===== src/common/pifo_sched_config.svh =====
`ifndef PIFO_SCHED_CONFIG_SVH
`define PIFO_SCHED_CONFIG_SVH

// stream width in bits
`define PS_DATA_WIDTH 64

// output ports, one queue each
`define PS_NUM_QUEUES 4

// packet slots per queue, also calendar depth
`define PS_NUM_SLOTS 8

// longest packet in words
`define PS_SLOT_WORDS 8

// pifo rank
`define PS_RANK_WIDTH 15

// opaque flow tag carried in tuser
`define PS_FLOW_WIDTH 12

`endif


===== src/common/pifo_sched_pkg.sv =====
`include "pifo_sched_config.svh"

package pifo_sched_pkg;

    typedef logic [`PS_DATA_WIDTH-1:0] data_t;
    typedef logic [`PS_DATA_WIDTH/8-1:0] keep_t;
    typedef logic [`PS_NUM_QUEUES-1:0] port_mask_t;
    typedef logic [`PS_RANK_WIDTH-1:0] rank_t;

    // switch metadata, lower half of tuser
    typedef struct packed {
        logic [`PS_FLOW_WIDTH-1:0] flow;
        port_mask_t                dst_ports;
    } meta_t;

    typedef struct packed {
        logic  valid;
        rank_t rank;
    } pifo_info_t;

    typedef struct packed {
        pifo_info_t pifo;
        meta_t      meta;
    } tuser_in_t;

    typedef logic [$clog2(`PS_NUM_SLOTS)-1:0] slot_t;
    // 1 to max words, so one extra bit
    typedef logic [$clog2(`PS_SLOT_WORDS):0] len_t;

    typedef struct packed {
        rank_t rank;
        slot_t slot;
        len_t  len;
        meta_t meta;
    } cal_entry_t;

endpackage


===== src/output_queue/output_queue.sv =====
`timescale 1ns/1ns
`include "pifo_sched_config.svh"

module output_queue
(
    input  logic                        axis_aclk,
    input  logic                        axis_resetn,

    input  pifo_sched_pkg::data_t       wr_data,
    input  pifo_sched_pkg::keep_t       wr_keep,
    input  logic                        wr_last,
    input  pifo_sched_pkg::meta_t       wr_meta,
    input  pifo_sched_pkg::rank_t       wr_rank,
    input  logic                        wr_en,
    input  logic                        insert_en,
    input  logic                        m_axis_tready,

    output logic                        queue_full,
    output pifo_sched_pkg::data_t       m_axis_tdata,
    output pifo_sched_pkg::keep_t       m_axis_tkeep,
    output pifo_sched_pkg::meta_t       m_axis_tuser,
    output pifo_sched_pkg::rank_t       m_axis_tpifo,
    output logic                        m_axis_tvalid,
    output logic                        m_axis_tlast
);

    localparam int WIDX = $clog2(`PS_SLOT_WORDS);

    pifo_sched_pkg::data_t      mem_data [`PS_NUM_SLOTS][`PS_SLOT_WORDS];
    pifo_sched_pkg::keep_t      mem_keep [`PS_NUM_SLOTS][`PS_SLOT_WORDS];
    logic                       mem_last [`PS_NUM_SLOTS][`PS_SLOT_WORDS];

    logic [`PS_NUM_SLOTS-1:0]   slot_used;
    pifo_sched_pkg::slot_t      alloc_slot;

    logic                       wr_active;
    pifo_sched_pkg::slot_t      wr_slot;
    pifo_sched_pkg::len_t       wr_cnt;
    pifo_sched_pkg::slot_t      wr_cur_slot;
    logic [WIDX-1:0]            wr_word;
    pifo_sched_pkg::cal_entry_t ins_entry;

    pifo_sched_pkg::cal_entry_t head_entry;
    logic                       cal_empty;
    logic                       pop;

    logic                       busy;
    pifo_sched_pkg::cal_entry_t rd_entry;
    pifo_sched_pkg::len_t       rd_cnt;
    logic                       load;
    logic                       done;

    ////////////////////////////////////////////////////////////////////////////
    // write side
    ////////////////////////////////////////////////////////////////////////////
    // lowest free slot
    always_comb
    begin
        alloc_slot = '0;
        for (int i = `PS_NUM_SLOTS - 1; i >= 0; i--)
            if (!slot_used[i])
                alloc_slot = pifo_sched_pkg::slot_t'(i);
    end

    // counts the slot held by a packet still being written
    assign queue_full = &slot_used;

    assign wr_cur_slot = wr_active ? wr_slot : alloc_slot;
    assign wr_word     = wr_active ? wr_cnt[WIDX-1:0] : '0;

    assign ins_entry.rank = wr_rank;
    assign ins_entry.slot = wr_cur_slot;
    assign ins_entry.len  = wr_active ? wr_cnt + pifo_sched_pkg::len_t'(1)
                                      : pifo_sched_pkg::len_t'(1);
    assign ins_entry.meta = wr_meta;

    always_ff @(posedge axis_aclk)
    begin
        if (wr_en)
        begin
            mem_data[wr_cur_slot][wr_word] <= wr_data;
            mem_keep[wr_cur_slot][wr_word] <= wr_keep;
            mem_last[wr_cur_slot][wr_word] <= wr_last;
        end
    end

    always_ff @(posedge axis_aclk)
    begin
        if (!axis_resetn)
        begin
            wr_active <= 1'b0;
            wr_slot   <= '0;
            wr_cnt    <= '0;
            slot_used <= '0;
        end
        else
        begin
            if (done)
                slot_used[rd_entry.slot] <= 1'b0;
            if (wr_en)
            begin
                if (!wr_active)
                begin
                    slot_used[alloc_slot] <= 1'b1;
                    wr_slot               <= alloc_slot;
                end
                wr_active <= !wr_last;
                wr_cnt    <= wr_last ? '0 : ins_entry.len;
            end
        end
    end

    pifo_calendar u_pifo_calendar
    (
        .axis_aclk    (axis_aclk),
        .axis_resetn  (axis_resetn),
        .insert       (insert_en),
        .insert_entry (ins_entry),
        .pop          (pop),
        .head_entry   (head_entry),
        .empty        (cal_empty)
    );

    ////////////////////////////////////////////////////////////////////////////
    // dequeue side
    ////////////////////////////////////////////////////////////////////////////
    assign pop  = !busy && !cal_empty;
    assign load = busy && (rd_cnt != rd_entry.len) && (!m_axis_tvalid || m_axis_tready);
    assign done = m_axis_tvalid && m_axis_tready && m_axis_tlast;

    always_ff @(posedge axis_aclk)
    begin
        if (!axis_resetn)
        begin
            busy          <= 1'b0;
            rd_cnt        <= '0;
            m_axis_tvalid <= 1'b0;
        end
        else
        begin
            if (pop)
            begin
                busy   <= 1'b1;
                rd_cnt <= '0;
            end
            else if (done)
                busy <= 1'b0;
            else if (load)
                rd_cnt <= rd_cnt + pifo_sched_pkg::len_t'(1);

            if (load)
                m_axis_tvalid <= 1'b1;
            else if (m_axis_tready)
                m_axis_tvalid <= 1'b0;
        end
    end

    always_ff @(posedge axis_aclk)
    begin
        if (pop)
            rd_entry <= head_entry;
        if (load)
        begin
            m_axis_tdata <= mem_data[rd_entry.slot][rd_cnt[WIDX-1:0]];
            m_axis_tkeep <= mem_keep[rd_entry.slot][rd_cnt[WIDX-1:0]];
            m_axis_tlast <= mem_last[rd_entry.slot][rd_cnt[WIDX-1:0]];
        end
    end

    // entry stays put until the packet has left
    assign m_axis_tuser = rd_entry.meta;
    assign m_axis_tpifo = rd_entry.rank;

endmodule


===== src/output_queue/pifo_calendar.sv =====
`timescale 1ns/1ns
`include "pifo_sched_config.svh"

module pifo_calendar
(
    input  logic                        axis_aclk,
    input  logic                        axis_resetn,
    input  logic                        insert,
    input  pifo_sched_pkg::cal_entry_t  insert_entry,
    input  logic                        pop,
    output pifo_sched_pkg::cal_entry_t  head_entry,
    output logic                        empty
);

    localparam int DEPTH = `PS_NUM_SLOTS;
    localparam int CW    = $clog2(DEPTH) + 1;

    pifo_sched_pkg::cal_entry_t entries [DEPTH];
    pifo_sched_pkg::cal_entry_t up [DEPTH];
    pifo_sched_pkg::cal_entry_t dn [DEPTH];
    logic [CW-1:0]              count;
    logic [CW-1:0]              ins_pos;
    logic [CW-1:0]              pos_pop;
    logic                       do_pop;

    assign empty      = (count == '0);
    assign head_entry = entries[0];
    assign do_pop     = pop && !empty;

    // first entry ranked above the new one, ties stay ahead
    always_comb
    begin
        ins_pos = count;
        for (int i = DEPTH - 1; i >= 0; i--)
            if (i < count && entries[i].rank > insert_entry.rank)
                ins_pos = CW'(i);
    end

    // head leaves in the same cycle
    assign pos_pop = (ins_pos == '0) ? '0 : ins_pos - 1'b1;

    // neighbours for shifting toward and away from the head
    always_comb
    begin
        for (int i = 0; i < DEPTH - 1; i++)
            up[i] = entries[i + 1];
        up[DEPTH - 1] = entries[DEPTH - 1];
        dn[0] = entries[0];
        for (int i = 1; i < DEPTH; i++)
            dn[i] = entries[i - 1];
    end

    always_ff @(posedge axis_aclk)
    begin
        for (int i = 0; i < DEPTH; i++)
        begin
            if (insert && do_pop)
                entries[i] <= (i < pos_pop)  ? up[i] :
                              (i == pos_pop) ? insert_entry : entries[i];
            else if (insert)
                entries[i] <= (i < ins_pos)  ? entries[i] :
                              (i == ins_pos) ? insert_entry : dn[i];
            else if (do_pop)
                entries[i] <= up[i];
        end
    end

    always_ff @(posedge axis_aclk)
    begin
        if (!axis_resetn)
            count <= '0;
        else if (insert && !do_pop)
            count <= count + 1'b1;
        else if (do_pop && !insert)
            count <= count - 1'b1;
    end

endmodule


===== config.mk =====
export PLATFORM = sky130hd
export DESIGN_NAME = output_queue
export DESIGN_NICKNAME = d
export VERILOG_FILES = /design/src/common/pifo_sched_pkg.sv /design/src/output_queue/output_queue.sv /design/src/output_queue/pifo_calendar.sv
export VERILOG_INCLUDE_DIRS = /design/src /design/src/common
export SDC_FILE = /design/constraint.sdc
export NUM_CORES = 2
export LEC_CHECK = 0
export BUFFER_PORTS_ARGS = -buffer_cell sky130_fd_sc_hd__clkbuf_2
export CORE_UTILIZATION = 55
export DETAILED_ROUTE_END_ITERATION = 8
export GPL_ROUTABILITY_DRIVEN = 0
export GPL_TIMING_DRIVEN = 0
export HOLD_SLACK_MARGIN = 0.12
export PLACE_DENSITY_LB_ADDON = 0.15
export SYNTH_ARGS = -nofsm -noshare
export SYNTH_HDL_FRONTEND = slang
export SYNTH_MEMORY_MAX_BITS = 65536
export SYNTH_SLANG_ARGS = --single-unit

===== constraint.sdc =====
create_clock -name axis_aclk -period 7.3 [get_ports axis_aclk]
set_clock_uncertainty 0.05 [all_clocks]
set_input_delay 1.46 -clock axis_aclk [delete_from_list [all_inputs] [get_ports axis_aclk]]
set_output_delay 1.46 -clock axis_aclk [all_outputs]
set_load 0.01 [all_outputs]

# ---- After elaboration in Yosys (flattened, before gate mapping)
# Memories as Yosys holds them, arrays and structs flattened. A register that Yosys moved wholly into a read port is not among the register bits.
# Cells that the tools add are included.
dict set report word_totals {
  register_bits 137
  memories 4
  elab_cells 252
  ramBits 4976
  inputBits 109
}
# memory words word_bits read_ports rd_clocked_by_memory_dff write_ports line
set memory_table {}
lappend memory_table {mem_data 8 512 1 1 1 output_queue.sv:29} ;# pifo_sched_pkg::data_t mem_data [`PS_NUM_SLOTS][`PS_SLOT_WORDS];
lappend memory_table {mem_keep 8 64 1 1 1 output_queue.sv:30} ;# pifo_sched_pkg::keep_t mem_keep [`PS_NUM_SLOTS][`PS_SLOT_WORDS];
lappend memory_table {u_pifo_calendar.entries 8 38 8 0 8 pifo_calendar.sv:18} ;# pifo_sched_pkg::cal_entry_t entries [DEPTH];
lappend memory_table {mem_last 8 8 1 1 1 output_queue.sv:31} ;# logic mem_last [`PS_NUM_SLOTS][`PS_SLOT_WORDS];
dict set report op_classes {
  n_bitwise 23
  reduce_logical 36
  muxes 114
  magnitude_cmp 39
  n_eq_ne 15
  add_sub_neg 5
}
# op n
set ops {}
lappend ops {{38-bit two-way mux} 48}
lappend ops {{512-bit two-way mux} 1}
lappend ops {{64-bit two-way mux} 4}
lappend ops {{64-bit binary-select mux with 3-bit select} 1}
lappend ops {{64-bit demux with 3-bit select} 1}
lappend ops {{15-bit greater-than comparator} 8}
lappend ops {{8-bit two-way mux} 8}
lappend ops {{4-bit two-way mux} 13}
lappend ops {{3-bit by 4-bit less-than comparator with 1-bit output (first input constant)} 12}
lappend ops {{3-bit two-way mux} 13}
lappend ops {{3-bit by 4-bit == test with 1-bit output (first input constant)} 8}
lappend ops {{8-bit binary-select mux with 3-bit select} 1}
lappend ops {{8-bit demux with 3-bit select} 1}
lappend ops {{1-bit by 4-bit less-than comparator with 1-bit output (first input constant)} 6}
lappend ops {{2-bit by 4-bit less-than comparator with 1-bit output (first input constant)} 6}
lappend ops {{1-bit logical AND} 20}
lappend ops {{1-bit two-way mux} 19}
lappend ops {{2-bit by 4-bit == test with 1-bit output (first input constant)} 4}
lappend ops {{1-bit bitwise OR} 16}
lappend ops {{4-bit by 1-bit adder with 4-bit output (second input constant)} 3}
lappend ops {{4-bit zero test} 3}
lappend ops {{1-bit demux with 3-bit select} 3}
lappend ops {{8-bit bitwise AND} 1}
lappend ops {{1-bit by 4-bit == test with 1-bit output (first input constant)} 2}
lappend ops {{17 further kinds} 30}

# ---- Logic depth before layout (Yosys ltp)
dict set report logic_depth {
  depth_word 17
  ltp_mapped 17
}

# ---- Cells and area by module
# From an unflattened synthesis, not the netlist that was laid out.
dict set report unflattened {
  cells_unflattened 9530
  area_unflattened_um2 200627.4
}
# module seq_area_each_um2 n_inst area_per_inst_um2 cells_per_inst
set by_module_without_submodules {}
lappend by_module_without_submodules {output_queue 144128.2 1 180466.8 7626}
lappend by_module_without_submodules {pifo_calendar 9208.8 1 20160.6 1904}

# ---- Least setup slack after synthesis
# No wires, ideal clock.
dict set report synth_timing {
  path_kind {input to register}
  from {input port wr_rank[13]}
  to {memory u_pifo_calendar.entries[1][0] in the netlist's numbering, enable pin}
  path_buffers 3
  arrival_time_ps 7200
  stages 14
  slack_ps -441
  t_required_ps 6759
  setup_ps 491
  path_cell_list {clkbuf_1 inv_1 ha_1 nand4_1 or4_1 o21ai_0 a31oi_1 or2_0 buf_4 or4_1 buf_2 nand2_1 nor2_1 a211oi_1}
}
# item line
set synth_lines {}
lappend synth_lines {{start, declared} output_queue.sv:13} ;# input pifo_sched_pkg::rank_t wr_rank,
lappend synth_lines {{end, declared} pifo_calendar.sv:18}

==> impl_metrics.toml <==
[status]
run_status = "finished clean"

[worst_setup_path]
worst_setup_path_end_kind = "flop"
crit_top_cell = "clkbuf_1"
critPathKind = "input port to flop"
cp.arrival_ns = 7.81
path_buf_inv = 5
cp-start-kind = "input port"
crit_chain = "clkbuf_2 > clkbuf_1 > inv_1 > ha_1 > nand4_1 > or4_1 > o21ai_0 > a31oi_1 > or2_0 > buf_4 > o41ai_1 > a21oi_1 > nor2_1 > clkbuf_1 > and2_1 > a221o_1"
required_ns = 8.15
cp_slowest_cell = "o41ai_1"
worst-path-max-fanout = 10
critPathMaxStageDelay_ns = 0.89
path_delay_family = "simple AND/OR/NAND/NOR gates"

[sta]
max_slew.worst_pin.slew_ns = 1.468
fin_crit_sh = 0.9536
finalSetupViolations = 0
maxSlewHeadroom = 0.02140
rsz0062_at_grt = "no"
max_freq_ghz = 0.1437
fin_hold_ws_ns = 0.4052
tns_ns = 0
final_hold_viol_count = 0
finalCriticalPeriod_ns = 6.961
slew_violations = 0

[route]
drc = 0
num_vias = 101252
dr.pass1.iters = 8
vias_per_cell = 6.711
wl_mm = 534.5
first_iter_violations = 13476
detail_route.wl_per_cell_um = 35.42
ant_nets = 0

[logic_synthesis]
yosysSeqAreaShare = 0.7624
yosysTopAreaCellShare = 0.7595
syn-cell-area_sq_mm = 0.2011
synthCells = 8839
synth-edff-count = 5087
syn_nets = 9078
synth_top_area_cell = "edfxtp_1"
yosysMostFrequentCell = "edfxtp_1"
yosys_warnings = 0
ys_types = 81
syn_area_per_cell_sq_um = 22.76
async_reset_ff_frac = 0
synthTopCellsByArea = "edfxtp_1, mux4_2, ha_1"
ys_ff_latch = 5116
synth_common_cells = "edfxtp_1, mux4_2, clkbuf_1, nand2_1, nor2_1"
ys.flop_type = "edfxtp_1"

[die]
pin_count = 215
die_w_um = 606.7
die_h_um = 606.7
rows = 221
core_area_sq_mm = 0.3631
initial_core_util = 0.5540
dieArea_sq_mm = 0.3681

[pwr]
p_seq_frac = 0.396
p_leak_nw = 72.26
powerDensity_mw_per_mm2 = 390.3
ir_drop_mv = 0.4924
power.internal_mw = 61.80
p_clk_frac = 0.293
p_sw_mw = 28.46
p_sw_frac = 0.3153
comb_power_share = 0.311

[global_routing]
grt_max_degree = 66
grt_first_pass_wirelength_mm = 754.6
grt_pass1_vias = 102396
grt_overflow = 0
grt_util_all_layers = 0.2924
antenna_found_initial = 31

[cells_and_area]
drive_gt1_frac = 0.2985
nNetsFinal = 10079
area_growth_pct = 14.96
final_area_sq_mm = 0.2312
utilization = 0.6369
finalNonFillerCells = 15087

[cts]
cts_resized = 0
numCtsBuffers = 529
clkTransAtPathRegs_ns = 0.06
clockBufferDepth = 4
cts_setup_buffers = 0
clk_latency_ns = 1.06
cts_hold_buffers = 0
root_buffer = "clkbuf_16"
cts_sinks = 5116
cts_tree = "done"
cts_htree_levels = 6

[placement]
dp_cells = 14100
port_buffers = 211
placed_cell_area_sq_mm = 0.2142
dp_hpwl_mm = 366.4

[min_path]
hold_class = "flop to flop"

[flow_run]
maxCapViolCount = 0
[final cells by class]
type | instances | area (sq um)
Fill cell | 23750 | 131800
Clock buffer | 658 | 14110
Multi-Input combinational cell | 3115 | 45900
Sequential cell | 5116 | 153300
Clock inverter | 288 | 2733
Inverter | 50 | 187.7
Antenna cell | 38 | 95.09
Timing Repair Buffer | 470 | 6501
Tap cell | 4794 | 5998
Buffer | 558 | 2360
[cells in the final DEF, fill, tap and decap left out, types with 42 or more instances in the layout]
cell	instances
a21oi_1	130
buf_1	109
inv_1	47
and2_1	43
a31oi_1	42
nor2_4	65
mux2_2	82
clkbuf_16	546
o22ai_1	93
buf_12	212
edfxtp_1	5087
mux4_2	1533
nor2_1	128
nand2_1	204
o21ai_0	93
clkbuf_2	247
clkbuf_1	444
clkinv_2	87
ha_1	130
clkinv_1	110
nand3_1	57
a221o_1	85
[routing by layer]
| metal | routed length [um] | global-route usage | vias up |
|---|---|---|---|
| met5 | 27 | 0 | - |
| met4 | 24070 | 0.1172 | 4 |
| met3 | 52080 | 0.06029 | 1271 |
| met2 | 260100 | 0.4714 | 5915 |
| met1 | 198200 | 0.3954 | 53922 |
| li1 | - | - | 40140 |
[power groups by stage]
stage	combinational (mW)	clock [mW]	sequential (mW)
floorplan	16.7	0	36.1
global placement	26.3	0	36.5
detailed placement	27.7	0	36.3
CTS	27.9	26.7	35.7
global route	29.2	27.8	35.8
finish	28.1	26.4	35.8
[worst reg2reg max path, cell delays in order, from the launching register on]
cell and delay (ns):
dfxtp_1 0.30, buf_2 0.16, nor2_1 0.43, a21o_1 0.69, inv_2 0.35, buf_12 0.28, ha_1 0.25, clkbuf_1 0.22
nor2_1 0.36, clkbuf_1 0.61, buf_1 0.87, clkbuf_1 0.71, a211oi_4 0.39, buf_16 0.28, buf_16 0.17
[sequential cells by signal, indices dropped and copies added (netlist names), named ones only]
register	flops
slot_used	8
rd_entry	7
mem_keep	512
mem_data	4096
u_pifo_calendar.count	4
wr_slot	3
busy	1
m_axis_tdata	64
wr_cnt	4
rd_cnt	4
wr_active	1
m_axis_tvalid	1
m_axis_tkeep	8
m_axis_tpifo	15
mem_last	64
m_axis_tlast	1
m_axis_tuser	16
u_pifo_calendar.entries	304
[path summary, 6_finish.rpt]
| check | start | end | slack (ns) | depth (start not counted) |
|---|---|---|---|---|
| setup / recovery | wr_rank[14] | u_pifo_calendar.entries[0][67] | 0.34 | 16 |
| hold / removal | u_pifo_calendar.entries[0][15] | m_axis_tuser[15] | 0.41 | 0 |
| setup reg to reg | u_pifo_calendar.count[2] | u_pifo_calendar.entries[1][1] | 0.90 | 14 |
| hold reg to reg | u_pifo_calendar.entries[0][15] | m_axis_tuser[15] | 0.41 | 0 |
[cell families (layout without fill, tap and decap cells)]
| logic type | Yosys count | in the layout | synth area share |
|---|---|---|---|
| buffers and inverters | 608 | 2024 | 0.01239 |
| muxes | 1628 | 1628 | 0.1769 |
| AOI/OAI and AO/OA | 660 | 660 | 0.02358 |
| xor gates and xnor gates | 13 | 13 | 0.0005661 |
| adders and majority gates | 130 | 130 | 0.008087 |
| DFF | 5116 | 5116 | 0.7624 |
| other | 0 | 38 | 0 |
| and+or+nand+nor | 684 | 684 | 0.01613 |
[per-stage QoR]
step                      total power [mW]  worst slack, ns
after floorplan                      52.77           0.1165
after global placement               62.76           -6.350
after detailed placement             64.00          -0.1609
after CTS                            90.31           0.8850
after global routing                 92.84           0.4099
final                                90.26           0.3388
Note: power is estimated with default switching activity, not from simulation.
